`src/include/mac_cfg.svh`:
```
// ------------------------------
// Size and width macros of the
// matrix-vector engine
// ------------------------------

`ifndef MAC_CFG_SVH
`define MAC_CFG_SVH

// Output lanes (rows of a weight tile)
`define MAC_N 4
// Elements per input vector
`define MAC_M 8
// Operand width
`define MAC_WI 8
// Bias and accumulator width
`define MAC_BW 24
// Output FIFO entries
`define MAC_FIFO_DEPTH 4
// Inner-tile counter width
`define MAC_CNT_W 4

`endif

```
`src/hw/mac_pkg.sv`:
```
// ------------------------------
// Shared vector types, control
// word and pipeline flags
// ------------------------------

`default_nettype none

`include "mac_cfg.svh"

package mac_pkg;

  // M operand elements, one input vector
  typedef logic [`MAC_M-1:0][`MAC_WI-1:0] inp_t;

  // One row per output lane
  typedef inp_t [`MAC_N-1:0] weight_t;

  typedef logic [`MAC_N-1:0][`MAC_BW-1:0] bias_t;

  // Dot products and accumulated sums
  typedef logic [`MAC_N-1:0][`MAC_BW-1:0] oup_t;

  typedef logic [`MAC_N-1:0][`MAC_WI-1:0] requant_oup_t;

  typedef logic [`MAC_CNT_W-1:0] counter_t;

  // Holds 0 up to MAC_FIFO_DEPTH
  typedef logic [$clog2(`MAC_FIFO_DEPTH):0] fifo_usage_t;

  typedef struct packed {
    counter_t          inner_tiles;
    logic [7:0]        eps_mult;
    logic [4:0]        right_shift;
    logic signed [7:0] add;
  } ctrl_t;

  // Travels alongside the data down the pipeline
  typedef struct packed {
    logic calc_en;
    logic first_tile;
    logic last_tile;
  } tile_flags_t;

endpackage

`default_nettype wire

```
`src/hw/accumulator.sv`:
```
// ------------------------------
// Per-lane tile accumulation
// ------------------------------

`default_nettype none

`include "mac_cfg.svh"

module accumulator (
  input  logic                 clk_i,
  input  logic                 rst_ni,
  input  mac_pkg::tile_flags_t flags_i,
  input  mac_pkg::oup_t        oup_i,
  input  mac_pkg::bias_t       bias_i,
  output mac_pkg::oup_t        result_o,
  output logic                 result_valid_o
);

  mac_pkg::oup_t acc_q;
  logic          valid_q;

  // Sums wrap at the accumulator width
  always_ff @(posedge clk_i, negedge rst_ni) begin
    if (!rst_ni) begin
      acc_q   <= '0;
      valid_q <= 1'b0;
    end else begin
      valid_q <= flags_i.calc_en && flags_i.last_tile;
      if (flags_i.calc_en) begin
        for (int n = 0; n < `MAC_N; n++) begin
          if (flags_i.first_tile) begin
            acc_q[n] <= oup_i[n] + bias_i[n];
          end else begin
            acc_q[n] <= acc_q[n] + oup_i[n];
          end
        end
      end
    end
  end

  assign result_o       = acc_q;
  assign result_valid_o = valid_q;

endmodule

`default_nettype wire

```
`config.mk`:
```
export PLATFORM = sky130hd
export DESIGN_NAME = accumulator
export DESIGN_NICKNAME = d
export VERILOG_FILES = /design/src/hw/mac_pkg.sv /design/src/hw/accumulator.sv
export VERILOG_INCLUDE_DIRS = /design/src /design/src/include
export SDC_FILE = /design/constraint.sdc
export NUM_CORES = 1
export LEC_CHECK = 0
export ABC_AREA = 1
export CORE_ASPECT_RATIO = 0.8
export CORE_UTILIZATION = 39
export CTS_BUF_LIST = sky130_fd_sc_hd__clkbuf_2
export DETAILED_ROUTE_END_ITERATION = 12
export DONT_BUFFER_PORTS = 1
export PLACE_DENSITY = 0.55
export SYNTH_ARGS = -nofsm -noshare
export SYNTH_HDL_FRONTEND = slang
export SYNTH_SLANG_ARGS = --single-unit
```
`constraint.sdc`:
```
create_clock -name clk_i -period 3.5 [get_ports clk_i]
set_clock_uncertainty 0.1 [all_clocks]
set_input_delay 0 -clock clk_i [delete_from_list [all_inputs] [get_ports clk_i]]
set_output_delay 0 -clock clk_i [all_outputs]
set_load 0.05 [all_outputs]
```
; Word-level counts from Yosys, hierarchy flattened
; Cells that the tools add are included.
; Widths: inputs -> output; s select.
[totals]
wordCells = 18
in_bits = 197
reg_bits = 97
out_inout_bits = 97
[classes]
n_reduce_logical = 1
n_addsub = 8
n_mux = 4
[ops]
columns = cell, count
row1 = $add 24x24->24, 8
row2 = $mux 24, 4
row3 = $logic_and 1x1->1, 1

; Longest topological paths before layout
[depth]
depth_word = 2
mapped_depth = 17
ltp_nobuf = 14

; Worst setup path before layout
; OpenSTA, ideal clock, no wires.
[synth_timing]
kind = register -> register
start = reg acc_q (netlist bit result_o[48])
end = reg acc_q (netlist bit result_o[60])
period_less_slack_ns = 2.270
n_path_buf = 0
required_time_ns = 3.268
setup_time_ns = 0.132
setup_slack_ns = 1.230
path_stages_with_launch = 13
arrival_ns = 2.038
path_cell_list = dfrtp_1 > inv_1 > o21ai_0 > ha_1 > fa_1 > nand3_1 > nand3_1 > nand2_1 > nand2_1 > nand2_1 > nand3b_1 > nand3_1 > o21ai_0
[synth_via]
elab_chain_cells = 2
[synth_lines]
columns = item, line
row1 = from (decl), accumulator.sv:19  ; mac_pkg::oup_t acc_q;
row2 = "from (signal, indexed assignment)", accumulator.sv:32  ; acc_q[n] <= oup_i[n] + bias_i[n];
row3 = "from (signal, indexed assignment)", accumulator.sv:34  ; acc_q[n] <= acc_q[n] + oup_i[n];
row4 = $add 24x24->24, accumulator.sv:34
row5 = $mux 24, accumulator.sv:31  ; if (flags_i.first_tile) begin
; Every way passes these cells.
; A chain may end at the register's enable or synchronous reset.

; Worst setup path in the final report
[layout_timing]
start = reg acc_q (netlist bit result_o[85])
end = reg acc_q (netlist bit result_o[85])
; The elaborated chain is that of the path after synthesis.

==> flow_summary.yaml <==
synth:
  synth_top_cells_by_count: "nand2_1 (795), inv_1 (355), nand3_1 (132)"
  synthArstFlopShare_pct: 100
  yosys.area.top_type: "nand2_1"
  yosys_warnings: 0
  yosysUniqueCellTypes: 34
  synthCells: 1950
  syn_avg_cell_area_um2: 5.87
  synth_top_area_share_pct: 26.1
  yosys-top-cells-area: "nand2_1 (26%), dfrtp_1 (21%), inv_1 (12%)"
  synth_edf_count: 0
  ys_seq_area_share_pct: 21.2
  ys_ff_latch: 97
  ys.flop_type: "dfrtp_1"
  synth_nets: 2243
  yosys.cell_count.top_type: "nand2_1"
  netlist_area_mm2: 0.0114
final_layout:
  fillCellCount: 2778
  final_cells: 2715
  area_growth_pct: 42.3
  drive_above_1_share_pct: 8.45
  utilization_pct: 57.1
  num-nets-final: 2631
timing:
  finalMaxSlewViolations: 0
  setup_viol: 0
  finalSetupTns_ns: 0
  rsz0062_at_grt: "yes"
  relSlewSlack_pct: 22.2
  period_share_pct: 97.7
  fin_hold_ws_ns: -0.0520
  clock.fmax_ghz: 0.292
  hold_viol_final: 1
  fin_crit_ns: 3.42
  tightest_slew_ns: 1.17
clocking:
  clk_path_buf_depth: 2
  clock_tree.root_cell: "clkbuf_2"
  clkTransAtPathRegs_ns: 0.32
  cts.sinks: 97
  clk-insertion-delay-late_ns: 0.71
  cts_tree: "done"
  htreeDepth: 3
  cts_made_buffers: 9
floorplan:
  die_y_um: 155
  num_io_pins: 294
  dieWidth_um: 194
  rows: 55
  coreArea_mm2: 0.0286
  initial_core_util_pct: 40.1
  die_area_mm2: 0.0300
routing:
  drt.antenna.violating_nets: 0
  drt_wl_total_mm: 43.0
  drtIter0Drc: 802
  vias: 13600
  viasPerCell: 5.01
  detail_route.first_pass.iterations: 5
  avgRoutedWirePerCell_um: 15.8
  drc_errors: 0
pwr:
  power.density_mw_per_mm2: 524
  vdd_drop_max_mv: 0.334
  p_int_w: 0.00398
  power_frac_seq_pct: 36.0
  power_switching_w: 0.00455
  total_power_w: 0.00853
  clock_power_share_pct: 9.4
  power_frac_comb_pct: 54.6
  leakage_nw: 8.47
  p_sw_share_pct: 53.4
worst_setup_path:
  cp_max_fo: 4
  path_class: "flip-flop to flip-flop"
  endpoint_kind: "flip-flop"
  start_kind: "flip-flop"
  critical_path_required_ns: 4.05
  crit_arrival_ns: 3.97
status:
  status: "finished, violations left"
  violations: "negative hold slack"
hold_path:
  holdCritPathClass: "input port to flip-flop"
grt:
  globalRouteTotalUtil_pct: 28.2
  antenna_found_initial: 1
  grt_max_degree: 129
  grt_pass1_vias: 13700
  grt_pass1_wl_mm: 68.3
  grt_overflow: 0
placed_design:
  io_buffers: 0
  dp_hpwl_mm: 28.6
  placed_cells: 2286
  gp_congestion: 0.931
flow_run:
  maxCapViolCount: 0
[cells by family after synthesis]
| logic type | Yosys count | share of synthesized area (%) |
|---|---|---|
| buf+inv | 393 | 13.1 |
| simple gates | 1147 | 41.8 |
| mux | 50 | 4.92 |
| flops | 97 | 21.2 |
| compound gates | 150 | 6.90 |
| fa+ha+maj | 96 | 10.8 |
| xor+xnor | 17 | 1.30 |
[stage by stage]
step / worst slack [ns] / cell area, um2 / hold slack, ns
floorplan: 1.23 / 11400 / -0.396
global placement: 0.846 / 11800 / -0.392
detailed placement: 0.845 / 11800 / -0.392
CTS: 0.00963 / 16200 / 0.00534
global route: -0.0303 / 16300 / 0.0207
finish: 0.0802 / 16300 / -0.0520
[cells in the final DEF, fill, tap and decap left out, types with 9 or more instances in the layout]
cell type / Yosys / final
a21oi_1: 42 / 37
clkbuf_2: 0 / 10
dfrtp_1: 97 / 26
dfrtp_2: 0 / 71
dlygate4sd3_1: 0 / 404
ha_1: 92 / 86
inv_1: 355 / 354
mux2_2: 50 / 50
nand2_1: 795 / 794
nand2_2: 8 / 9
nand3_1: 132 / 131
nand3b_1: 26 / 26
nand4_1: 23 / 23
nor2_1: 119 / 116
nor2_2: 14 / 16
o21ai_0: 84 / 73
o21ai_1: 5 / 16
o22ai_1: 14 / 14
or2_1: 9 / 9
xnor2_1: 16 / 16
[routing by layer]
layer | global-route usage (%) | wire (um) | vias to the layer above
li1 | - | - | 6822
met1 | 37.5 | 19900 | 6247
met2 | 47.1 | 19400 | 456
met3 | 5.16 | 2750 | 66
met4 | 7.12 | 869 | 0
met5 | 0 | 0 | -
[sequential cells by signal, indices dropped and copies added (netlist names)]
signal	cells
result_o	96
result_valid_o	1
[path summary, 6_finish.rpt]
check | startpoint | end | slack [ns] | cells past startpoint
setup / recovery | result_o[85] | result_o[85] | 0.08 | 8
hold / removal | flags_i[1] | result_o[39] | -0.05 | 5
setup reg to reg | result_o[85] | result_o[85] | 0.08 | 8
hold reg to reg | result_o[20] | result_o[20] | 0.62 | 2
max in group asynchronous | rst_ni | result_o[60] | 2.37 | 4
min in group asynchronous | rst_ni | result_o[14] | 0.42 | 4
[critical path, stage by stage, from the launching register on]
cell           delay [ns]
dfrtp_1              0.68
mux2_2               0.38
ha_1                 0.32
dlygate4sd3_1        0.60
nand2_1              0.08
dlygate4sd3_1        0.55
nand3_1              0.06
dlygate4sd3_1        0.58
nand2_1              0.06
[power groups by stage]
stage / registers [W] / clock network [W] / logic (W)
4_1_cts: 0.00300 / 0.000831 / 0.00452
3_5_place_dp: 0.00302 / 0 / 0.00328
5_1_grt: 0.00311 / 0.000857 / 0.00520
6_report: 0.00307 / 0.000803 / 0.00466
2_1_floorplan: 0.00290 / 0 / 0.00258
3_3_place_gp: 0.00302 / 0 / 0.00326
[layout make-up]
class | instances | area (um2) | share of cell area, %
Multi-Input combinational cell | 1460 | 7610 | 46.7
Clock buffer | 10 | 50.0 | 0.307
Inverter | 356 | 1340 | 8.20
Timing Repair Buffer | 414 | 4200 | 25.8
Antenna cell | 2 | 5.00 | 0.0307
Sequential cell | 97 | 2520 | 15.4
Clock inverter | 6 | 106 | 0.653
Tap cell | 370 | 463 | 2.84
[what timing repair did]
action	4_1_cts	5_1_grt
hold endpoints to repair	194	8
setup endpoints to repair	0	51
gates resized for setup	0	103
hold buffers	416	6
buffers inserted	0	1
Power figures use the tool's default switching activity.
