File: src/include/mac_cfg.svh
// ------------------------------
// Size and width macros of the
// matrix-vector engine
// ------------------------------

`ifndef MAC_CFG_SVH
`define MAC_CFG_SVH

// Output lanes (rows of a weight tile)
`define MAC_N 4
// Elements per input vector
`define MAC_M 8
// Operand width
`define MAC_WI 8
// Bias and accumulator width
`define MAC_BW 24
// Output FIFO entries
`define MAC_FIFO_DEPTH 4
// Inner-tile counter width
`define MAC_CNT_W 4

`endif

File: src/hw/mac_pkg.sv
// ------------------------------
// Shared vector types, control
// word and pipeline flags
// ------------------------------

`default_nettype none

`include "mac_cfg.svh"

package mac_pkg;

  // M operand elements, one input vector
  typedef logic [`MAC_M-1:0][`MAC_WI-1:0] inp_t;

  // One row per output lane
  typedef inp_t [`MAC_N-1:0] weight_t;

  typedef logic [`MAC_N-1:0][`MAC_BW-1:0] bias_t;

  // Dot products and accumulated sums
  typedef logic [`MAC_N-1:0][`MAC_BW-1:0] oup_t;

  typedef logic [`MAC_N-1:0][`MAC_WI-1:0] requant_oup_t;

  typedef logic [`MAC_CNT_W-1:0] counter_t;

  // Holds 0 up to MAC_FIFO_DEPTH
  typedef logic [$clog2(`MAC_FIFO_DEPTH):0] fifo_usage_t;

  typedef struct packed {
    counter_t          inner_tiles;
    logic [7:0]        eps_mult;
    logic [4:0]        right_shift;
    logic signed [7:0] add;
  } ctrl_t;

  // Travels alongside the data down the pipeline
  typedef struct packed {
    logic calc_en;
    logic first_tile;
    logic last_tile;
  } tile_flags_t;

endpackage

`default_nettype wire

File: src/hw/weight_buffer.sv
// ------------------------------
// Two-slot ping-pong weight
// store with load handshake
// ------------------------------

`default_nettype none

module weight_buffer (
  input  logic             clk_i,
  input  logic             rst_ni,
  input  logic             inp_weight_valid_i,
  output logic             inp_weight_ready_o,
  input  mac_pkg::weight_t inp_weight_i,
  input  logic             pop_i,
  output logic             wt_valid_o,
  output mac_pkg::weight_t wt_o
);

  mac_pkg::weight_t slot_q [2];

  logic       wr_ptr_q;
  logic       rd_ptr_q;
  logic [1:0] count_q;
  logic [1:0] count_d;
  logic       ready_q;
  logic       write;

  assign write = inp_weight_valid_i && ready_q;

  always_comb begin
    count_d = count_q;
    case ({write, pop_i})
      2'b10:   count_d = count_q + 1'b1;
      2'b01:   count_d = count_q - 1'b1;
      default: count_d = count_q;
    endcase
  end

  // Ready is registered, so it stays low in the first cycle after reset
  always_ff @(posedge clk_i, negedge rst_ni) begin
    if (!rst_ni) begin
      wr_ptr_q <= 1'b0;
      rd_ptr_q <= 1'b0;
      count_q  <= '0;
      ready_q  <= 1'b0;
    end else begin
      if (write) begin
        wr_ptr_q <= ~wr_ptr_q;
      end
      if (pop_i) begin
        rd_ptr_q <= ~rd_ptr_q;
      end
      count_q <= count_d;
      ready_q <= (count_d < 2'd2);
    end
  end

  always_ff @(posedge clk_i) begin
    if (write) begin
      slot_q[wr_ptr_q] <= inp_weight_i;
    end
  end

  assign inp_weight_ready_o = ready_q;
  assign wt_valid_o         = (count_q != '0);
  assign wt_o               = slot_q[rd_ptr_q];

endmodule

`default_nettype wire

File: config.mk
export PLATFORM = sky130hd
export DESIGN_NAME = weight_buffer
export DESIGN_NICKNAME = d
export VERILOG_FILES = /design/src/hw/mac_pkg.sv /design/src/hw/weight_buffer.sv
export VERILOG_INCLUDE_DIRS = /design/src /design/src/include
export SDC_FILE = /design/constraint.sdc
export NUM_CORES = 1
export LEC_CHECK = 0
export BUFFER_PORTS_ARGS = -buffer_cell sky130_fd_sc_hd__buf_2
export CORE_AREA = 2 2 201 203
export CTS_CLUSTER_DIAMETER = 40
export DETAILED_ROUTE_END_ITERATION = 10
export DIE_AREA = 0 0 203 205
export GPL_TIMING_DRIVEN = 0
export HOLD_SLACK_MARGIN = 0.02
export PLACE_DENSITY = 0.76
export SETUP_SLACK_MARGIN = 0.4
export SLEW_MARGIN = 5
export SYNTH_ARGS = -nofsm -noshare
export SYNTH_HDL_FRONTEND = slang
export SYNTH_SLANG_ARGS = --single-unit
File: constraint.sdc
create_clock -name clk_i -period 32.7 [get_ports clk_i]
set_input_delay 1.635 -clock clk_i [delete_from_list [all_inputs] [get_ports clk_i]]
set_output_delay 1.635 -clock clk_i [all_outputs]
set_load 0.01 [all_outputs]
Yosys cells after proc, flatten, opt, wreduce, memory -nomap -nowiden

Memories as Yosys holds them, arrays and structs flattened.
Index checks and enable logic that the tools add are counted.

Memories kept: 1
Register bits after elaboration: 5
Input port bits: 260
Bits in writable memories: 512

Memories:

| name   | depth | bits a word | read ports | clocked after memory_dff | write ports | line                | RTL |
|---|---|---|---|---|---|---|---|
| slot_q | 2     | 256         | 1          | 0                        | 1           | weight_buffer.sv:19 | `mac_pkg::weight_t slot_q [2];` |

Bitwise gates (word level): 2
Reductions and logical operators: 2
Muxes and demuxes: 3
Equality and inequality tests: 2
Order comparisons: 1
$add $sub $neg: 2

Operators by type and width:

| operator                                           | count |
|---|---|
| one-hot mux 2 bit (2 select lines)                 | 1 |
| adder 2 x 1 -> 2 bit (second input constant)       | 1 |
| == test 2 x 1 -> 1 bit (second input constant)     | 1 |
| == test 2 bit (second input constant)              | 1 |
| less-than comparator 2 bit (second input constant) | 1 |
| two-way mux 1 bit                                  | 2 |
| NOT 1 bit                                          | 2 |
| nonzero test 2 bit                                 | 1 |
| subtractor 2 x 1 -> 2 bit (second input constant)  | 1 |
| logical AND 1 bit                                  | 1 |

Longest topological paths before layout

Depth after elaboration: 4
Mapped depth: 5
Gate-level depth less buffers: 5

Worst setup path before layout

OpenSTA, ideal clock, no wires.

Path type: input to register
Start point: input port inp_weight_valid_i
End point: memory slot_q[0][0] in the netlist's numbering, enable pin
Library setup time: 878 ps
Setup slack: 19,483 ps
Stages: 2
Path buffers: 0
Arrival: 12,340 ps
Cells stage by stage: nand2_1 > nor2_1

Cells in the longest elaborated chain, start to end: 3

Ends and longest elaborated chain:

| what                                    | line                | RTL |
|---|---|---|
| start, declared                         | weight_buffer.sv:11 | `input logic inp_weight_valid_i,` |
| logical AND 1 bit                       | weight_buffer.sv:28 | `assign write = inp_weight_valid_i && ready_q;` |
| two-way mux 1 bit                       | weight_buffer.sv:59 | `if (write) begin` |
| two-way mux 1 bit (not written as such) | weight_buffer.sv:60 | `slot_q[wr_ptr_q] <= inp_weight_i;` |
| end, declared                           | weight_buffer.sv:19 |  |

Every way passes these cells.

==> results.md <==
* Setup WS pre-CTS at 28960 ps
* Synth Warn # at 0
* Initial DRC Count at 475
* Slew @ Worst Pin at 777.5 ps
* Crit Path Class: flop to output pin
* Worst Reg2Reg Path Length in Cells at 6
* Final TNS setup at 0 ps
* # Max-Cap Violations at 0
* Pin count of the biggest net entering global routing at 61
* Fin. Hold Viols at 0
* Fmax at 277.1 MHz
* Worst path most repeated cell: buf_2
* Synth top cells by count: edfxtp_1, mux2_4, mux2_2
* Mapped Cells at 814
* Synth Area in Adders at 0.06352%
* EDFF count, synth at 512
* LEAKAGE at 0.01005 µW
* Num CTS Buffers at 58
* Final non-filler cell total at 1987
* Clock Latency Late Sink at 600 ps
* Post-route DRC at 0
* Vias in the first global route at 10390
* Max incr delay on CP at 430 ps
* Syn-to-layout area delta at 27.61%
* # clock sinks at 517
* Chip Width at 203 µm
* Gr ovfl total at 0
* Asr flop ratio synth at 0.9671%
* Clock skew at 22.60 ps
* Crit end category: output pin
* Fillcell total at 2673
* Clk root buf: clkbuf_16
* Wirelength per Cell at 21.16 µm
* Crit-path max FO at 10
* Most common cell in the netlist: edfxtp_1
* CTS tree: built
* Row Count at 73
* Final period utilization at 11.04%
* NumNets Final at 1665
* Slew headroom at 48.04%
* Final worst slack at 29090 ps
* Share of cells above drive strength 1 at 62.41%
* Hold Buf Count CTS at 0
* Xor/xnor share of the synthesized area at 0.2668%
* Antenna violations before repair at 23
* Clk slew on worst S/H paths at 60 ps
* Pwr Total at 2255 µW
* Gates resized, CTS repair at 0
* CP arrival at 1970 ps
* Worst setup SP type: flop
* Simple-Gate Fraction of Synth Area at 0.1207%
* Vias at 9917
* Final setup violation count at 0
* Leading area contributor after synthesis: edfxtp_1
* Final ANT Viol Nets at 0
* Die area at 41620 µm²
* Worst Path Required at 31060 ps
* Critical path's slowest cell: mux2_2
* Post-synthesis compound-gate area fraction at 0%
* Vias per cell at 4.991
* Initial core utilization at 50.04%
* Mux cell area share after synthesis at 19.02%
* Register area share after synthesis at 78.68%
* Worst hold path depth at 1
* H-tree depth at 2
* Slew Limit Fails at 0
* Synth Register Bits at 517
* Post-synth cell types at 15
* RSZ-0062 raised after global routing: no
* GPL Wtd Cong at 0.7847
* Synthesized net count at 1075
* Hold Path Class: flop to flop
* Hpwl dp at 29640 µm
* IO Count at 518
* Period minus WS final at 3609 ps
* Die Height at 205 µm
* Syn avg cell area at 24.20 µm²
* Yosys top cell area share at 78.05%
* Peak supply drop at 66.89 µV
* Mapped Area at 19700 µm²
* Core area at 39370 µm²
* Largest family of logic cells by synthesized area: multiplexers
* Most used DFF post-synth: edfxtp_1
* Cell Count Post-Placement at 1869
* CP cell instances: buf_6 > buf_2 > mux2_2 > buf_2
* Status: complete, no violations
* Port Buffers at 517
* All-Layer GR Usage at 19.65%
* Maximum buffer depth of the clock tree at 3
* Synth area leaders: edfxtp_1, mux2_4, mux2_2, buf_6, buf_8
* Drt first pass iters at 5
* Power per cell area at 89.69 nW/µm²
* WL final at 42050 µm
* Setup bufs post-CTS at 0
* Global-route wire length before repair at 60430 µm
[report_power, final]
part	internal [µW]	leakage [µW]	total (µW)	switching, µW
sequential	870	0.00476	899	29.2
combinational	371	0.00438	737	366
clock	364	0.000906	619	254
total	1610	0.0101	2250	649
[layout by cell type, fill, tap and decap left out, types with 8 or more instances in the layout]
cell type and count:
buf_8 11, clkinv_2 9, edfxtp_1 512, buf_6 15
clkbuf_1 10, inv_6 8, mux2_2 26, clkinv_1 9
clkbuf_16 59, buf_2 519, buf_12 8, diode_2 12
mux2_4 230
[stage by stage]
step                hold slack, ps  utilization, %  area, µm²
floorplan                    461.5               -      19700
global placement             476.3           58.28      22940
detailed placement           500.7           59.09      23260
CTS                          512.2           63.78      25110
global route                 524.5           63.82      25130
finish                       510.5           63.86      25140
[critical path: cells and delay by family (launching register included)]
kind	cells	cell delay [ps]
buf+inv	3	630
mux	1	430
flops	1	340
[state kept, by name (all words and copies together) (netlist names), named ones only]
name                count
wr_ptr_q                1
rd_ptr_q                1
count_q                 1
slot_q                512
inp_weight_ready_o      1
[layout make-up]
class,count,area [µm²],area share (%)
diodes,12,30.03,0.1195
plain buffers,29,364.1,1.448
clock buffers,69,1514,6.023
clock inverters,37,332.8,1.324
multi-input cells,268,3847,15.31
flip-flops and latches,517,15500,61.66
well taps,525,656.9,2.613
repair buffers,530,2893,11.51
[cell families (layout without fill, tap and decap cells)]
kind of cell / count (synthesis) / count (layout)
xor+xnor: 6 / 6
fa+ha+maj: 1 / 1
buf+inv: 29 / 665
flops: 517 / 517
mux: 256 / 256
other cells: 0 / 12
simple gates: 5 / 5
[per-layer routing]
metal  wire length (µm)  part of all wire (%)  GRT usage (%)
met1              14340                    34          20.74
met4               1454                   3.5          8.551
met5                138                  0.33         0.3571
met3               4527                    11          8.384
met2              21590                    51          34.30
[path summary, 6_finish.rpt]
| kind | end | slack (ps) | start |
|---|---|---|---|
| worst max-delay path | wt_o[235] | 29090 | rd_ptr_q |
| worst min-delay path | flop | 510 | flop |
| worst max register to register | slot_q[0][147] | 30330 | inp_weight_ready_o |
| worst min register to register | flop | 510 | flop |
| max in group asynchronous | inp_weight_ready_o | 31720 | rst_ni |
| min in group asynchronous | count_q[0] | 860 | rst_ni |
Note: power is estimated with default switching activity, not from simulation.
