<file path="config.mk">
export PLATFORM = sky130hd
export DESIGN_NAME = output_fifo
export DESIGN_NICKNAME = d
export VERILOG_FILES = /design/src/hw/mac_pkg.sv /design/src/hw/output_fifo.sv
export VERILOG_INCLUDE_DIRS = /design/src /design/src/include
export SDC_FILE = /design/constraint.sdc
export NUM_CORES = 1
export LEC_CHECK = 0
export BUFFER_PORTS_ARGS = -buffer_cell sky130_fd_sc_hd__buf_4
export CAP_MARGIN = 25
export CORE_MARGIN = 8
export CORE_UTILIZATION = 40
export CTS_CLUSTER_DIAMETER = 30
export DETAILED_ROUTE_END_ITERATION = 12
export PLACE_DENSITY_LB_ADDON = 0.05
export SLEW_MARGIN = 20
export SYNTH_ARGS = -nofsm -noshare
export SYNTH_HDL_FRONTEND = slang
export SYNTH_SLANG_ARGS = --single-unit
</file>
<file path="constraint.sdc">
create_clock -name clk_i -period 1.6 [get_ports clk_i]
set_input_delay 0.08 -clock clk_i [delete_from_list [all_inputs] [get_ports clk_i]]
set_output_delay 0.08 -clock clk_i [all_outputs]
set_load 0.05 [all_outputs]
</file>
<file path="src/include/mac_cfg.svh">
// ------------------------------
// Size and width macros of the
// matrix-vector engine
// ------------------------------

`ifndef MAC_CFG_SVH
`define MAC_CFG_SVH

// Output lanes (rows of a weight tile)
`define MAC_N 4
// Elements per input vector
`define MAC_M 8
// Operand width
`define MAC_WI 8
// Bias and accumulator width
`define MAC_BW 24
// Output FIFO entries
`define MAC_FIFO_DEPTH 4
// Inner-tile counter width
`define MAC_CNT_W 4

`endif

</file>
<file path="src/hw/mac_pkg.sv">
// ------------------------------
// Shared vector types, control
// word and pipeline flags
// ------------------------------

`default_nettype none

`include "mac_cfg.svh"

package mac_pkg;

  // M operand elements, one input vector
  typedef logic [`MAC_M-1:0][`MAC_WI-1:0] inp_t;

  // One row per output lane
  typedef inp_t [`MAC_N-1:0] weight_t;

  typedef logic [`MAC_N-1:0][`MAC_BW-1:0] bias_t;

  // Dot products and accumulated sums
  typedef logic [`MAC_N-1:0][`MAC_BW-1:0] oup_t;

  typedef logic [`MAC_N-1:0][`MAC_WI-1:0] requant_oup_t;

  typedef logic [`MAC_CNT_W-1:0] counter_t;

  // Holds 0 up to MAC_FIFO_DEPTH
  typedef logic [$clog2(`MAC_FIFO_DEPTH):0] fifo_usage_t;

  typedef struct packed {
    counter_t          inner_tiles;
    logic [7:0]        eps_mult;
    logic [4:0]        right_shift;
    logic signed [7:0] add;
  } ctrl_t;

  // Travels alongside the data down the pipeline
  typedef struct packed {
    logic calc_en;
    logic first_tile;
    logic last_tile;
  } tile_flags_t;

endpackage

`default_nettype wire

</file>
<file path="src/hw/output_fifo.sv">
// ------------------------------
// Output FIFO with usage count
// ------------------------------

`default_nettype none

`include "mac_cfg.svh"

module output_fifo (
  input  logic                  clk_i,
  input  logic                  rst_ni,
  input  logic                  push_i,
  input  mac_pkg::requant_oup_t data_i,
  input  logic                  pop_i,
  output mac_pkg::requant_oup_t data_o,
  output logic                  empty_o,
  output mac_pkg::fifo_usage_t  usage_o
);

  localparam int Depth = `MAC_FIFO_DEPTH;
  localparam int PtrW  = (Depth > 1) ? $clog2(Depth) : 1;

  mac_pkg::requant_oup_t mem_q [Depth];

  logic [PtrW-1:0]      wr_ptr_q;
  logic [PtrW-1:0]      rd_ptr_q;
  mac_pkg::fifo_usage_t usage_q;

  // Overflow is ruled out by the credit check upstream
  always_ff @(posedge clk_i, negedge rst_ni) begin
    if (!rst_ni) begin
      wr_ptr_q <= '0;
      rd_ptr_q <= '0;
      usage_q  <= '0;
    end else begin
      if (push_i) begin
        wr_ptr_q <= (wr_ptr_q == PtrW'(Depth - 1)) ? '0 : wr_ptr_q + 1'b1;
      end
      if (pop_i) begin
        rd_ptr_q <= (rd_ptr_q == PtrW'(Depth - 1)) ? '0 : rd_ptr_q + 1'b1;
      end
      case ({push_i, pop_i})
        2'b10:   usage_q <= usage_q + 1'b1;
        2'b01:   usage_q <= usage_q - 1'b1;
        default: usage_q <= usage_q;
      endcase
    end
  end

  always_ff @(posedge clk_i) begin
    if (push_i) begin
      mem_q[wr_ptr_q] <= data_i;
    end
  end

  assign data_o  = mem_q[rd_ptr_q];
  assign empty_o = (usage_q == '0);
  assign usage_o = usage_q;

endmodule

`default_nettype wire

</file>
# ---- Word level (Yosys, flattened, before mapping)
# Memories as Yosys holds them, arrays and structs flattened.
# Cells that the tools add are included.
dict set report totals {
  n_memories 1
  ramBits 128
  word_cells 19
  regBits 7
  inputBits 36
  out_inout_bits 36
}
# memory depth word_bits rd rd_clocked_by_memory_dff write_ports line_no
set memory_table {}
lappend memory_table {mem_q 4 32 1 0 1 output_fifo.sv:23} ;# mac_pkg::requant_oup_t mem_q [Depth];
dict set report op_classes {
  eq_ne 4
  reduce_logical 2
  mux 5
  addsub 4
}
# op count
set ops {}
lappend ops {{equality test 2 bit, second input constant} 3}
lappend ops {{case mux 3 bit (2 select lines)} 1}
lappend ops {{adder 2 x 1 -> 2 bit, second input constant} 2}
lappend ops {{two-way mux 2 bit} 2}
lappend ops {{adder 3 x 1 -> 3 bit, second input constant} 1}
lappend ops {{logical NOT 3 bit} 1}
lappend ops {{subtractor 3 x 1 -> 3 bit, second input constant} 1}
lappend ops {{equality test 2 x 1 -> 1 bit, second input constant} 1}
lappend ops {{two-way mux 1 bit} 2}
lappend ops {{nonzero test 2 bit} 1}

# ---- Longest topological paths before layout
dict set report depth {
  ltp_word 2
  mapped_depth 7
  ltp_nobuf 7
}

# ---- Least setup slack after synthesis
# OpenSTA, ideal clock, no wires.
dict set report synth_path {
  path_kind {register -> output}
  startpoint {register usage_q[0], in the netlist usage_o[0]}
  endpoint {output empty_o}
  required_ns 1.520
  path_buffers 0
  slack_ns -0.217
  arrival_ns 1.737
  stages_incl_launch_ff 2
  cell_sequence {dfrtp_1 nor3_1}
}
dict set report synth_via {
  elab_chain_len 1
}
# element line_no
set synth_lines {}
lappend synth_lines {{start: declaration} output_fifo.sv:27} ;# mac_pkg::fifo_usage_t usage_q;
lappend synth_lines {{start signal: assignment} output_fifo.sv:43} ;# 2'b10: usage_q <= usage_q + 1'b1;
lappend synth_lines {{start signal: assignment} output_fifo.sv:44} ;# 2'b01: usage_q <= usage_q - 1'b1;
lappend synth_lines {{start signal: assignment} output_fifo.sv:45} ;# default: usage_q <= usage_q;
lappend synth_lines {{logical NOT 3 bit} output_fifo.sv:57} ;# assign empty_o = (usage_q == '0);
lappend synth_lines {{end: declaration} output_fifo.sv:16} ;# output logic empty_o,
# No other way between the ends.

==> reports/results.tsv <==
metric	value	unit
status	finished with violations	
violations	negative setup slack	
rows	41	
syn_inst	205	
synthFlopType	edfxtp_1	
worstReg2RegStart	wr_ptr_q[1]	
crit_required	1520	ps
syn-cell-area	5079	um2
htreeDepth	4	
vias	2482	
p_leak	2.464	nW
clock-root-buffer	clkbuf_16	
worst_pin_slew	360.8	ps
hp-class	primary input to asynchronous set/reset pin	
grtUsageMet2	20.32	%
cts_buffer_depth	2	
vdd_drop_max	1.155	mV
synth_top_area_cell	edfxtp_1	
finClkSkew	5.489	ps
rrSetupSlack	150	ps
grt_overflow	0	
ant_nets	0	
setup_viol	32	
finish.utilization	55.20	%
synth_common_cells	128 x edfxtp_1, 28 x mux4_2, 7 x dfrtp_1	
sequentialPowerShare	34.4	%
place_congestion	0.6604	
whs	27.88	ps
critPathMaxFanout	7	
grt_use_met1	14.88	%
rsz0062_at_grt	true	
setup_ws	-251.8	ps
r2r-end	mem_q[1][7]	
reg2reg_depth	4	
ys_ff_latch	135	
clk_latency	400	ps
die_w	128.7	um
cp_cell_sequence	buf_6 > mux4_1 > buf_4	
power_frac_clock	24.2	%
clkSlewWorstSetupHoldPaths	50	ps
setup_tns	-6943	ps
ys_types	21	
endpoint_kind	output pin	
synthArstFlopShare	5.185	%
synth_top_area_share	75.68	%
grt_max_degree	24	
fmax	540.0	MHz
drt-initial-drc-count	113	
combinationalPowerShare	41.4	%
cp.arrival	1770	ps
path_buf_inv	2	
viasPerCell	4.755	
wirelength	9.557	mm
grt_first_pass_wirelength	14.99	mm
grtUsageTotal	12.54	%
intPower	0.008964	W
firstDrtPassIters	4	
grtUsageMet3	4.592	%
seq_area_frac_synth	79.13	%
synth_area_leaders	edfxtp_1 76%, mux4_2 12%, dfrtp_1 3.4%	
initial_core_util	40.57	%
drv_cap	0	
grt_pass1_vias	2691	
crit_path_start_kind	register	
die_h	128.7	um
synth_edf_count	128	
numCtsBuffers	17	
switching_share	35.73	%
path_delay_family	multiplexers	
path_class	register to output pin	
drc_errors	0	
cts_tree	built	
post_drt_wl_per_cell	18.31	um
period_share	115.7	%
p_sw	0.004985	W
final_cells	522	
powerDensity	2019	nW/um2
ios	72	
hpwl	6.057	mm
syn2layout_area_growth	36.04	%
antenna_found_initial	0	
relSlewSlack	75.94	%
place_inst	454	
power	0.01395	W
grt_busiest_layer	met2	
core-area	12520	um2
min_period	1852	ps
hold_violations	0	
die_area	16560	um2
synth.most_common_cell	edfxtp_1	
synth_nets	248	
num_antenna_cells	0	
port_buffers	71	
final_layout_size_suffix_gt1_share	44.00	%
maxSlewViolCount	0	
critPathMaxStageDelay	560	ps
crit_slowest_cell	mux4_1	
syn_area_per_cell	24.77	um2
synth_warnings	0	
cts_sinks	135	
fin_nets	380	
## cell usage in the layout, fill, tap and decap left out, types with 2 or more instances in the layout
cell type	Yosys	layout
mux2_2	2	2
buf_4	0	56
nor2_1	2	2
edfxtp_1	128	128
clkbuf_8	0	3
o21ai_0	2	2
dfrtp_1	7	3
clkbuf_1	1	8
buf_6	1	23
dlygate4sd3_1	0	35
clkinv_2	0	3
clkbuf_16	0	17
buf_12	3	7
and2_2	0	4
xor2_1	2	2
ha_1	6	5
dfrtp_2	0	4
inv_1	6	5
mux4_2	28	31
## state kept, by name, indices dropped and copies added (netlist names)
name      count
wr_ptr_q      2
rd_ptr_q      2
mem_q       128
usage_o       3
## kinds of logic after synthesis
logic type,share of synthesized area [%]
XOR/XNOR,0.5175
AND/OR/NAND/NOR,0.9361
adder cells (fa/ha/maj),1.872
flip-flops,79.13
multiplexers,15.13
AO/OA/AOI/OAI,0.1971
buffers and inverters,2.217
## final cells by class
type | count | area, um2
sequential | 135 | 4024
clock buffer | 28 | 496.7
multi-input combinational | 56 | 958.4
tap | 172 | 215.2
inverter | 6 | 22.52
timing repair buffer | 121 | 1170
clock inverter | 4 | 22.52
fill | 1024 | 5608
## power by group through the flow
stage | clock network [W] | registers [W] | logic, W
floorplan | 0 | 0.00489 | 0.00382
detailed placement | 0 | 0.00487 | 0.00546
finish | 0.00338 | 0.00480 | 0.00577
global route | 0.00361 | 0.00486 | 0.00609
CTS | 0.00347 | 0.00481 | 0.00575
global placement | 0 | 0.00485 | 0.00547
## per-stage QoR
stage	instance area [um2]	worst slack (ps)
5_1_grt	6909	-333.7
2_1_floorplan	5091	74.80
4_1_cts	6865	-311.1
3_3_place_gp	5932	142.9
3_5_place_dp	5932	134.7
6_report	6909	-251.8
## repair_timing
action | in CTS | in global routing
hold endpoints to repair | 139 | 0
gates resized for setup | 17 | 12
pin swaps | 0 | 3
endpoints found under the setup margin | 32 | 33
setup buffers | 0 | 1
hold buffers | 35 | 0
## metal layers
metal | up-vias | wire length (um)
met5 | - | 0
met4 | 0 | 133
met3 | 12 | 443
met2 | 67 | 4883
met1 | 1283 | 4097
li1 | 1120 | -
## worst max-delay path by stage
stage	cells past startpoint	endpoint	slack, ps	start
finish	3	data_o[2]	-250	rd_ptr_q[0]
global route	3	data_o[2]	-330	rd_ptr_q[0]
floorplan	5	usage_o[2]	70	usage_o[0]
CTS	3	data_o[1]	-310	rd_ptr_q[0]
global placement	3	data_o[2]	140	rd_ptr_q[0]
detailed placement	3	data_o[2]	130	rd_ptr_q[0]
## worst reg2reg max path, delay by kind of cell (launching register included)
kind / cells / cell delay [ps]
and+or+nand+nor: 1 / 280
adders and majority gates: 1 / 150
buffers and inverters: 2 / 320
DFF: 1 / 410
(Power assumes the default switching activity.)
