## config.mk

```make
export PLATFORM = sky130hd
export DESIGN_NAME = mac_controller
export DESIGN_NICKNAME = d
export VERILOG_FILES = /design/src/hw/mac_pkg.sv /design/src/hw/mac_controller.sv
export VERILOG_INCLUDE_DIRS = /design/src /design/src/include
export SDC_FILE = /design/constraint.sdc
export NUM_CORES = 1
export LEC_CHECK = 0
export BUFFER_PORTS_ARGS = -buffer_cell sky130_fd_sc_hd__buf_2
export CAP_MARGIN = 5
export CELL_PAD_IN_SITES_DETAIL_PLACEMENT = 1
export CELL_PAD_IN_SITES_GLOBAL_PLACEMENT = 2
export CORE_MARGIN = 3
export CORE_UTILIZATION = 19
export CTS_CLUSTER_SIZE = 30
export DETAILED_ROUTE_END_ITERATION = 6
export HOLD_SLACK_MARGIN = 0.02
export PLACE_DENSITY = 0.77
export SETUP_SLACK_MARGIN = 0.4
export SYNTH_ARGS = -nofsm -noshare
export SYNTH_HDL_FRONTEND = slang
export SYNTH_SLANG_ARGS = --single-unit
```

## constraint.sdc

```tcl
create_clock -name clk_i -period 2.4 [get_ports clk_i]
set_input_delay 0.12 -clock clk_i [delete_from_list [all_inputs] [get_ports clk_i]]
set_output_delay 0.12 -clock clk_i [all_outputs]
set_load 0.005 [all_outputs]
```

## src/include/mac_cfg.svh

```systemverilog
// ------------------------------
// Size and width macros of the
// matrix-vector engine
// ------------------------------

`ifndef MAC_CFG_SVH
`define MAC_CFG_SVH

// Output lanes (rows of a weight tile)
`define MAC_N 4
// Elements per input vector
`define MAC_M 8
// Operand width
`define MAC_WI 8
// Bias and accumulator width
`define MAC_BW 24
// Output FIFO entries
`define MAC_FIFO_DEPTH 4
// Inner-tile counter width
`define MAC_CNT_W 4

`endif

```

## src/hw/mac_pkg.sv

```systemverilog
// ------------------------------
// Shared vector types, control
// word and pipeline flags
// ------------------------------

`default_nettype none

`include "mac_cfg.svh"

package mac_pkg;

  // M operand elements, one input vector
  typedef logic [`MAC_M-1:0][`MAC_WI-1:0] inp_t;

  // One row per output lane
  typedef inp_t [`MAC_N-1:0] weight_t;

  typedef logic [`MAC_N-1:0][`MAC_BW-1:0] bias_t;

  // Dot products and accumulated sums
  typedef logic [`MAC_N-1:0][`MAC_BW-1:0] oup_t;

  typedef logic [`MAC_N-1:0][`MAC_WI-1:0] requant_oup_t;

  typedef logic [`MAC_CNT_W-1:0] counter_t;

  // Holds 0 up to MAC_FIFO_DEPTH
  typedef logic [$clog2(`MAC_FIFO_DEPTH):0] fifo_usage_t;

  typedef struct packed {
    counter_t          inner_tiles;
    logic [7:0]        eps_mult;
    logic [4:0]        right_shift;
    logic signed [7:0] add;
  } ctrl_t;

  // Travels alongside the data down the pipeline
  typedef struct packed {
    logic calc_en;
    logic first_tile;
    logic last_tile;
  } tile_flags_t;

endpackage

`default_nettype wire

```

## src/hw/mac_controller.sv

```systemverilog
// ------------------------------
// Tile sequencing, fire logic
// and output credit tracking
// ------------------------------

`default_nettype none

`include "mac_cfg.svh"

module mac_controller (
  input  logic                 clk_i,
  input  logic                 rst_ni,
  input  mac_pkg::ctrl_t       ctrl_i,
  input  logic                 inp_valid_i,
  input  logic                 wt_valid_i,
  input  logic                 bias_valid_i,
  input  logic                 result_push_i,
  input  logic                 fifo_pop_i,
  input  mac_pkg::fifo_usage_t fifo_usage_i,
  output logic                 inp_ready_o,
  output logic                 wt_pop_o,
  output logic                 bias_ready_o,
  output mac_pkg::tile_flags_t flags_o,
  output logic                 busy_o
);

  mac_pkg::counter_t    tile_q;
  mac_pkg::counter_t    last_idx;
  mac_pkg::fifo_usage_t in_flight_q;

  logic [$bits(mac_pkg::fifo_usage_t):0] credits;

  logic first_tile;
  logic last_tile;
  logic credit_ok;
  logic fire;
  logic drained;
  logic busy_q;

  assign last_idx   = ctrl_i.inner_tiles - 1'b1;
  assign first_tile = (tile_q == '0);
  assign last_tile  = (tile_q == last_idx);

  // Vectors in the pipeline plus vectors waiting in the FIFO
  assign credits   = in_flight_q + fifo_usage_i;
  assign credit_ok = (credits < `MAC_FIFO_DEPTH);

  // Bias and a credit are only needed to open a new vector
  assign fire = inp_valid_i && wt_valid_i &&
                (!first_tile || (bias_valid_i && credit_ok));

  assign inp_ready_o  = fire;
  assign wt_pop_o     = fire;
  assign bias_ready_o = fire && first_tile;

  assign flags_o.calc_en    = fire;
  assign flags_o.first_tile = first_tile;
  assign flags_o.last_tile  = last_tile;

  // Last entry leaves the FIFO and nothing else is pending
  assign drained = (in_flight_q == '0) &&
                   ((fifo_usage_i == '0) || ((fifo_usage_i == 1) && fifo_pop_i));

  always_ff @(posedge clk_i, negedge rst_ni) begin
    if (!rst_ni) begin
      tile_q      <= '0;
      in_flight_q <= '0;
      busy_q      <= 1'b0;
    end else begin
      if (fire) begin
        tile_q <= last_tile ? '0 : tile_q + 1'b1;
      end
      case ({fire && first_tile, result_push_i})
        2'b10:   in_flight_q <= in_flight_q + 1'b1;
        2'b01:   in_flight_q <= in_flight_q - 1'b1;
        default: in_flight_q <= in_flight_q;
      endcase
      if (fire) begin
        busy_q <= 1'b1;
      end else if (drained) begin
        busy_q <= 1'b0;
      end
    end
  end

  assign busy_o = busy_q;

endmodule

`default_nettype wire

```

Word level (Yosys, flattened, before mapping)
Cells that the tools add are included.
{"block": "classes", "addsub": 5, "n_lt_le_gt_ge": 1, "n_eq_ne": 4, "mux": 4, "reduce_logical": 14}
{"cell": "1-bit logical AND", "n": 6}
{"cell": "3-bit zero test", "n": 2}
{"cell": "3-bit case mux with 2 select lines", "n": 1}
{"cell": "3-bit by 3-bit adder with 4-bit output", "n": 1}
{"cell": "4-bit by 1-bit adder with 4-bit output (second input constant)", "n": 1}
{"cell": "4-bit == test", "n": 1}
{"cell": "4-bit zero test", "n": 1}
{"cell": "4-bit by 3-bit less-than comparator with 1-bit output (second input constant)", "n": 1}
{"cell": "4-bit 2-to-1 mux", "n": 1}
{"cell": "2-bit nonzero test", "n": 2}
{"cell": "4-bit by 1-bit subtractor with 4-bit output (second input constant)", "n": 1}
{"cell": "3-bit by 1-bit adder with 3-bit output (second input constant)", "n": 1}
{"cell": "3-bit by 1-bit == test with 1-bit output (second input constant)", "n": 1}
{"cell": "3-bit by 1-bit subtractor with 3-bit output (second input constant)", "n": 1}
{"cell": "2-bit by 1-bit == test with 1-bit output (second input constant)", "n": 1}
{"cell": "2-bit == test (second input constant)", "n": 1}
{"cell": "1-bit logical OR", "n": 2}
{"cell": "1-bit 2-to-1 mux", "n": 2}
{"cell": "1-bit zero test", "n": 1}
{"block": "word_totals", "ff_bits": 8, "in_bits": 35, "output_inout_bits": 7, "elab_cells": 31}

Longest topological paths before layout
{"block": "depth", "ltp_word": 8, "ltp_mapped": 11, "depth_no_buf": 11}

Worst setup path before layout
No wires, ideal clock.
{"block": "synth_path", "kind": "reg2reg", "from": "register tile_q[0]", "to": "register in_flight_q[2]", "setup_time_ps": 79, "arrival_time_ps": 2248, "required_time_ps": 2321, "path_slack_ps": 73, "stages_incl_launch_ff": 12, "path_buffers": 0, "period_less_slack_ps": 2327, "cell_sequence": "dfrtp_1 > inv_1 > ha_1 > nor3b_1 > a21oi_2 > nand2_1 > ha_1 > inv_1 > fa_1 > xor2_1 > nor2_1 > xor2_1"}
{"block": "synth_via", "elab_chain_cells": 7, "word_cells_on_any_way": 9, "cone_classes": "eq/ne: 2; mux: 1; reduce/logical: 6"}
{"element": "from (decl)", "line": "mac_controller.sv:27", "rtl": "mac_pkg::counter_t tile_q;"}
{"element": "from (signal assigned)", "line": "mac_controller.sv:71", "rtl": "tile_q <= last_tile ? '0 : tile_q + 1'b1;"}
{"element": "4-bit zero test (*)", "line": "mac_controller.sv:41", "rtl": "assign first_tile = (tile_q == '0);"}
{"element": "via first_tile", "line": "mac_controller.sv:33", "rtl": "logic first_tile;"}
{"element": "1-bit zero test (*)", "line": "mac_controller.sv:50", "rtl": "(!first_tile || (bias_valid_i && credit_ok));"}
{"element": "1-bit logical OR (*)", "line": "mac_controller.sv:50"}
{"element": "1-bit logical AND (*)", "line": "mac_controller.sv:49", "rtl": "assign fire = inp_valid_i && wt_valid_i &&"}
{"element": "via inp_ready_o", "line": "mac_controller.sv:20", "rtl": "output logic inp_ready_o,"}
{"element": "1-bit logical AND (*)", "line": "mac_controller.sv:73", "rtl": "case ({fire && first_tile, result_push_i})"}
{"element": "2-bit by 1-bit == test with 1-bit output or 2-bit == test (tied branches)", "line": "mac_controller.sv:73"}
{"element": "3-bit case mux with 2 select lines or 2-bit nonzero test (tied branches)"}
{"element": "to (signal assigned)", "line": "mac_controller.sv:74", "rtl": "2'b10: in_flight_q <= in_flight_q + 1'b1;"}
{"element": "to (signal assigned)", "line": "mac_controller.sv:75", "rtl": "2'b01: in_flight_q <= in_flight_q - 1'b1;"}
{"element": "to (signal assigned)", "line": "mac_controller.sv:76", "rtl": "default: in_flight_q <= in_flight_q;"}
{"element": "to (decl)", "line": "mac_controller.sv:29", "rtl": "mac_pkg::fifo_usage_t in_flight_q;"}
The timed path passes the listed nets; every way through them passes the cells marked *.
A chain may end at the register's enable or synchronous reset.

Worst setup path after layout
{"block": "layout_path", "from": "register in_flight_q[2]", "to": "register in_flight_q[2]"}
{"block": "layout_via", "elab_chain_cells": 8, "word_cells_on_any_way": 12, "cone_classes": "add/sub: 3; order compare: 1; eq/ne: 2; mux: 1; reduce/logical: 5"}
{"element": "3-bit by 3-bit adder with 4-bit output", "line": "mac_controller.sv:45", "rtl": "assign credits = in_flight_q + fifo_usage_i;"}
{"element": "4-bit by 3-bit less-than comparator with 1-bit output (no source line)"}
{"element": "1-bit logical AND", "line": "mac_controller.sv:50"}
{"element": "1-bit logical OR", "line": "mac_controller.sv:50"}
{"element": "1-bit logical AND", "line": "mac_controller.sv:49"}
{"element": "1-bit logical AND", "line": "mac_controller.sv:73"}
{"element": "2-bit by 1-bit == test with 1-bit output or 2-bit == test (tied branches)", "line": "mac_controller.sv:73"}
{"element": "3-bit case mux with 2 select lines or 2-bit nonzero test (tied branches)"}
Several ways; a longest one is shown, not always the timed one.

==> results.yml <==
outcome:
  outcome: "completed"
logic_synthesis:
  ys_seq_area_share_pct: 31.9
  yosys.area_share.simple_pct: 17.4
  synthMuxAreaShare_pct: 3.19
  synth_compound_area_share_pct: 9.58
  syn_nets: 106
  synth_cell_types: 25
  yosysWarnings: 0
  synth_xor_area_share_pct: 12.6
  synth_seq_cells: 8
  synth.avg_cell_area_um2: 9.79
  synthAdderAreaFrac_pct: 15.2
  synth_top_family_by_area: "simple AND/OR/NAND/NOR gates"
  syn-cell-area_um2: 627
  synthCells: 64
die:
  die_area_um2: 4020
  die_w_um: 63.4
  initial_core_util_pct: 20.2
  die_h_um: 63.4
  ioPinCount: 42
  rows: 20
  core_um2: 3100
clock_network:
  cts_inserted_buffers: 3
  htree_levels: 1
  clk_pin_slew_ps: 50
  cts_tree: "done"
  worstSkewPairLatency_ps: 250
  cts.sinks: 8
  clockBufferDepth: 2
  root_buffer: "clkbuf_4"
final_layout:
  drive_above_1_share_pct: 51.0
  diodes: 0
  stdcell_count: 140
  nNetsFinal: 140
  syn_to_final_growth_pct: 51.1
  mostFrequentLayoutCells: "20 x buf_2, 10 x buf_4, 8 x dfrtp_1"
  regArea_um2: 200
  final_common_cell: "buf_2"
  fill_cells: 385
  multi_input_area_um2: 428
route:
  remaining_drc_errors: 0
  dr.first_iter.drc_count: 2
  ant_nets: 0
  vias: 564
  viasPerCell: 4.03
  wl_per_cell_um: 11.3
  wl_um: 1580
  first_pass_iters: 2
critical_path:
  critPathLaunch: "in_flight_q[2]"
  cp-start-kind: "register"
  cp.arrival_ps: 2270
  r2r-start: "in_flight_q[2]"
  slowest_delay_ps: 410
  crit_path_end_kind: "register"
  crit_type: "register to register"
  worst_path_max_delay_cell: "dfrtp_1"
  worstPathCellList: "ha_4 > nor4b_4 > nand2_2 > a21oi_4 > nand2_4 > ha_4 > inv_2 > fa_1 > xor2_1 > nor2_1 > xor2_1"
  crit_fanout: 2
  worst_ep_required_time_ps: 2540
timing:
  worstMarginPinSlew_ps: 357
  max-slew-margin-rel_pct: 75.6
  hold_viol: 0
  setup_viol: 0
  slew_violations: 0
  skew_ps: 1.99
  grt_setup_unrepaired: "yes"
  fin_crit_sh_pct: 88.7
  min_period_ps: 2130
  max_clock_freq_ghz: 0.470
  fin_ws_ps: 271
  fin_setup_tns_ps: 0
pwr:
  p_per_area_nw_per_um2: 773
  internal_power_mw: 0.448
  pwr-share-clk_pct: 13.9
  comb_power_share_pct: 51.1
  leakage_nw: 0.453
  netSwitchingPower_mw: 0.284
  switching_share_pct: 38.8
  power.share.sequential_pct: 35.0
  finalPower_mw: 0.733
  irDropWorstVdd_uv: 126
worst_hold_path:
  hp-class: "input pin to register"
  min_from: "fifo_usage_i[1]"
placed_design:
  port_buffers: 20
  gp_congestion: 0.693
  dp_cells: 125
  place_ws_ps: 98.0
  hpwl_um: 1180
global_routing:
  track_usage_pct: 8.53
  grt_pass1_vias: 606
  grt_max_degree: 10
  grt_antenna_before_repair: 0
  overflow: 0
  grt_first_pass_wirelength_um: 2650
flow_run:
  maxCapViolCount: 0
==> through the flow <==
| stage | util [%] | hold slack (ps) | cell area [µm²] |
|---|---|---|---|
| floorplan | - | -176 | 648 |
| global placement | 25.2 | -34.9 | 781 |
| detailed placement | 25.2 | -31.5 | 781 |
| CTS | 28.4 | 181 | 881 |
| global route | 30.5 | 206 | 947 |
| finish | 30.5 | 194 | 947 |
==> power by group through the flow <==
stage / clock network [mW] / registers (mW) / logic, mW
finish: 0.102 / 0.256 / 0.375
global route: 0.112 / 0.265 / 0.426
CTS: 0.108 / 0.254 / 0.346
detailed placement: 0 / 0.268 / 0.285
global placement: 0 / 0.263 / 0.269
floorplan: 0 / 0.245 / 0.231
==> sequential cells by signal, indices dropped and copies added (netlist names) <==
register	cells
tile_q	4
in_flight_q	3
busy_o	1
==> Yosys cell counts <==
cell / instances / share of area (%)
o2bb2ai_1: 1 / 1.4
nor4_1: 1 / 1.0
a21o_1: 1 / 1.2
a21oi_2: 1 / 1.4
nor3b_1: 1 / 1.2
mux2i_1: 2 / 3.2
xor2_1: 2 / 2.8
dfrtp_1: 8 / 32
nand2_1: 6 / 3.6
inv_1: 9 / 5.4
o21ai_1: 1 / 0.80
o21ai_0: 1 / 0.80
nor4b_2: 1 / 2.4
nor4_4: 1 / 3.4
nand2b_1: 2 / 2.0
a21oi_1: 2 / 1.6
buf_4: 4 / 4.8
nor2_1: 1 / 0.60
a2111oi_0: 1 / 1.4
xnor2_1: 7 / 9.8
ha_1: 6 / 12
fa_1: 1 / 3.2
nor3_2: 1 / 1.6
nand3_1: 2 / 1.6
o22ai_1: 1 / 1.0
==> layer usage <==
| layer | vias up | wire length [µm] | global-route usage [%] |
|---|---|---|---|
| met1 | 270 | 662 | 9.95 |
| li1 | 274 | - | - |
| met4 | 0 | 36 | 6.47 |
| met2 | 16 | 793 | 13.7 |
| met3 | 4 | 83 | 1.60 |
| met5 | - | 0 | 0 |
==> worst paths after layout <==
kind,end,slack (ps),cells after the start
setup / recovery,in_flight_q[2],270,11
hold / removal,busy_o,190,4
setup reg to reg,in_flight_q[2],270,11
hold reg to reg,busy_o,490,1
max in group asynchronous,in_flight_q[1],2000,2
min in group asynchronous,tile_q[2],230,2
==> kinds of logic after synthesis <==
logic type | Yosys count
simple gates | 16
buf+inv | 13
compound gates | 9
xor+xnor | 9
flops | 8
fa+ha+maj | 7
mux | 2
==> area by class of cell <==
type                    count  share of cell area (%)
repair buffers             33                    21.9
inverters                   9                    3.57
clock buffers               3                    2.38
well taps                  44                    5.81
flip-flops and latches      8                    21.1
multi-input cells          43                    45.2
==> repair_timing <==
action | 4_1_cts | 5_1_grt
buffers inserted | 7 | 4
endpoints found under the setup margin | 2 | 7
hold endpoints to repair | 8 | 0
hold buffers | 1 | 0
pin swaps | 3 | 4
resized for setup | 5 | 7
==> critical path: cells and delay by family (launching register included) <==
| family | cells | cell delay, ps |
|---|---|---|
| flops | 1 | 410 |
| fa+ha+maj | 3 | 560 |
| buf+inv | 1 | 40 |
| simple gates | 4 | 530 |
| compound gates | 1 | 200 |
| xor+xnor | 2 | 270 |
Note: power is estimated with default switching activity, not from simulation.
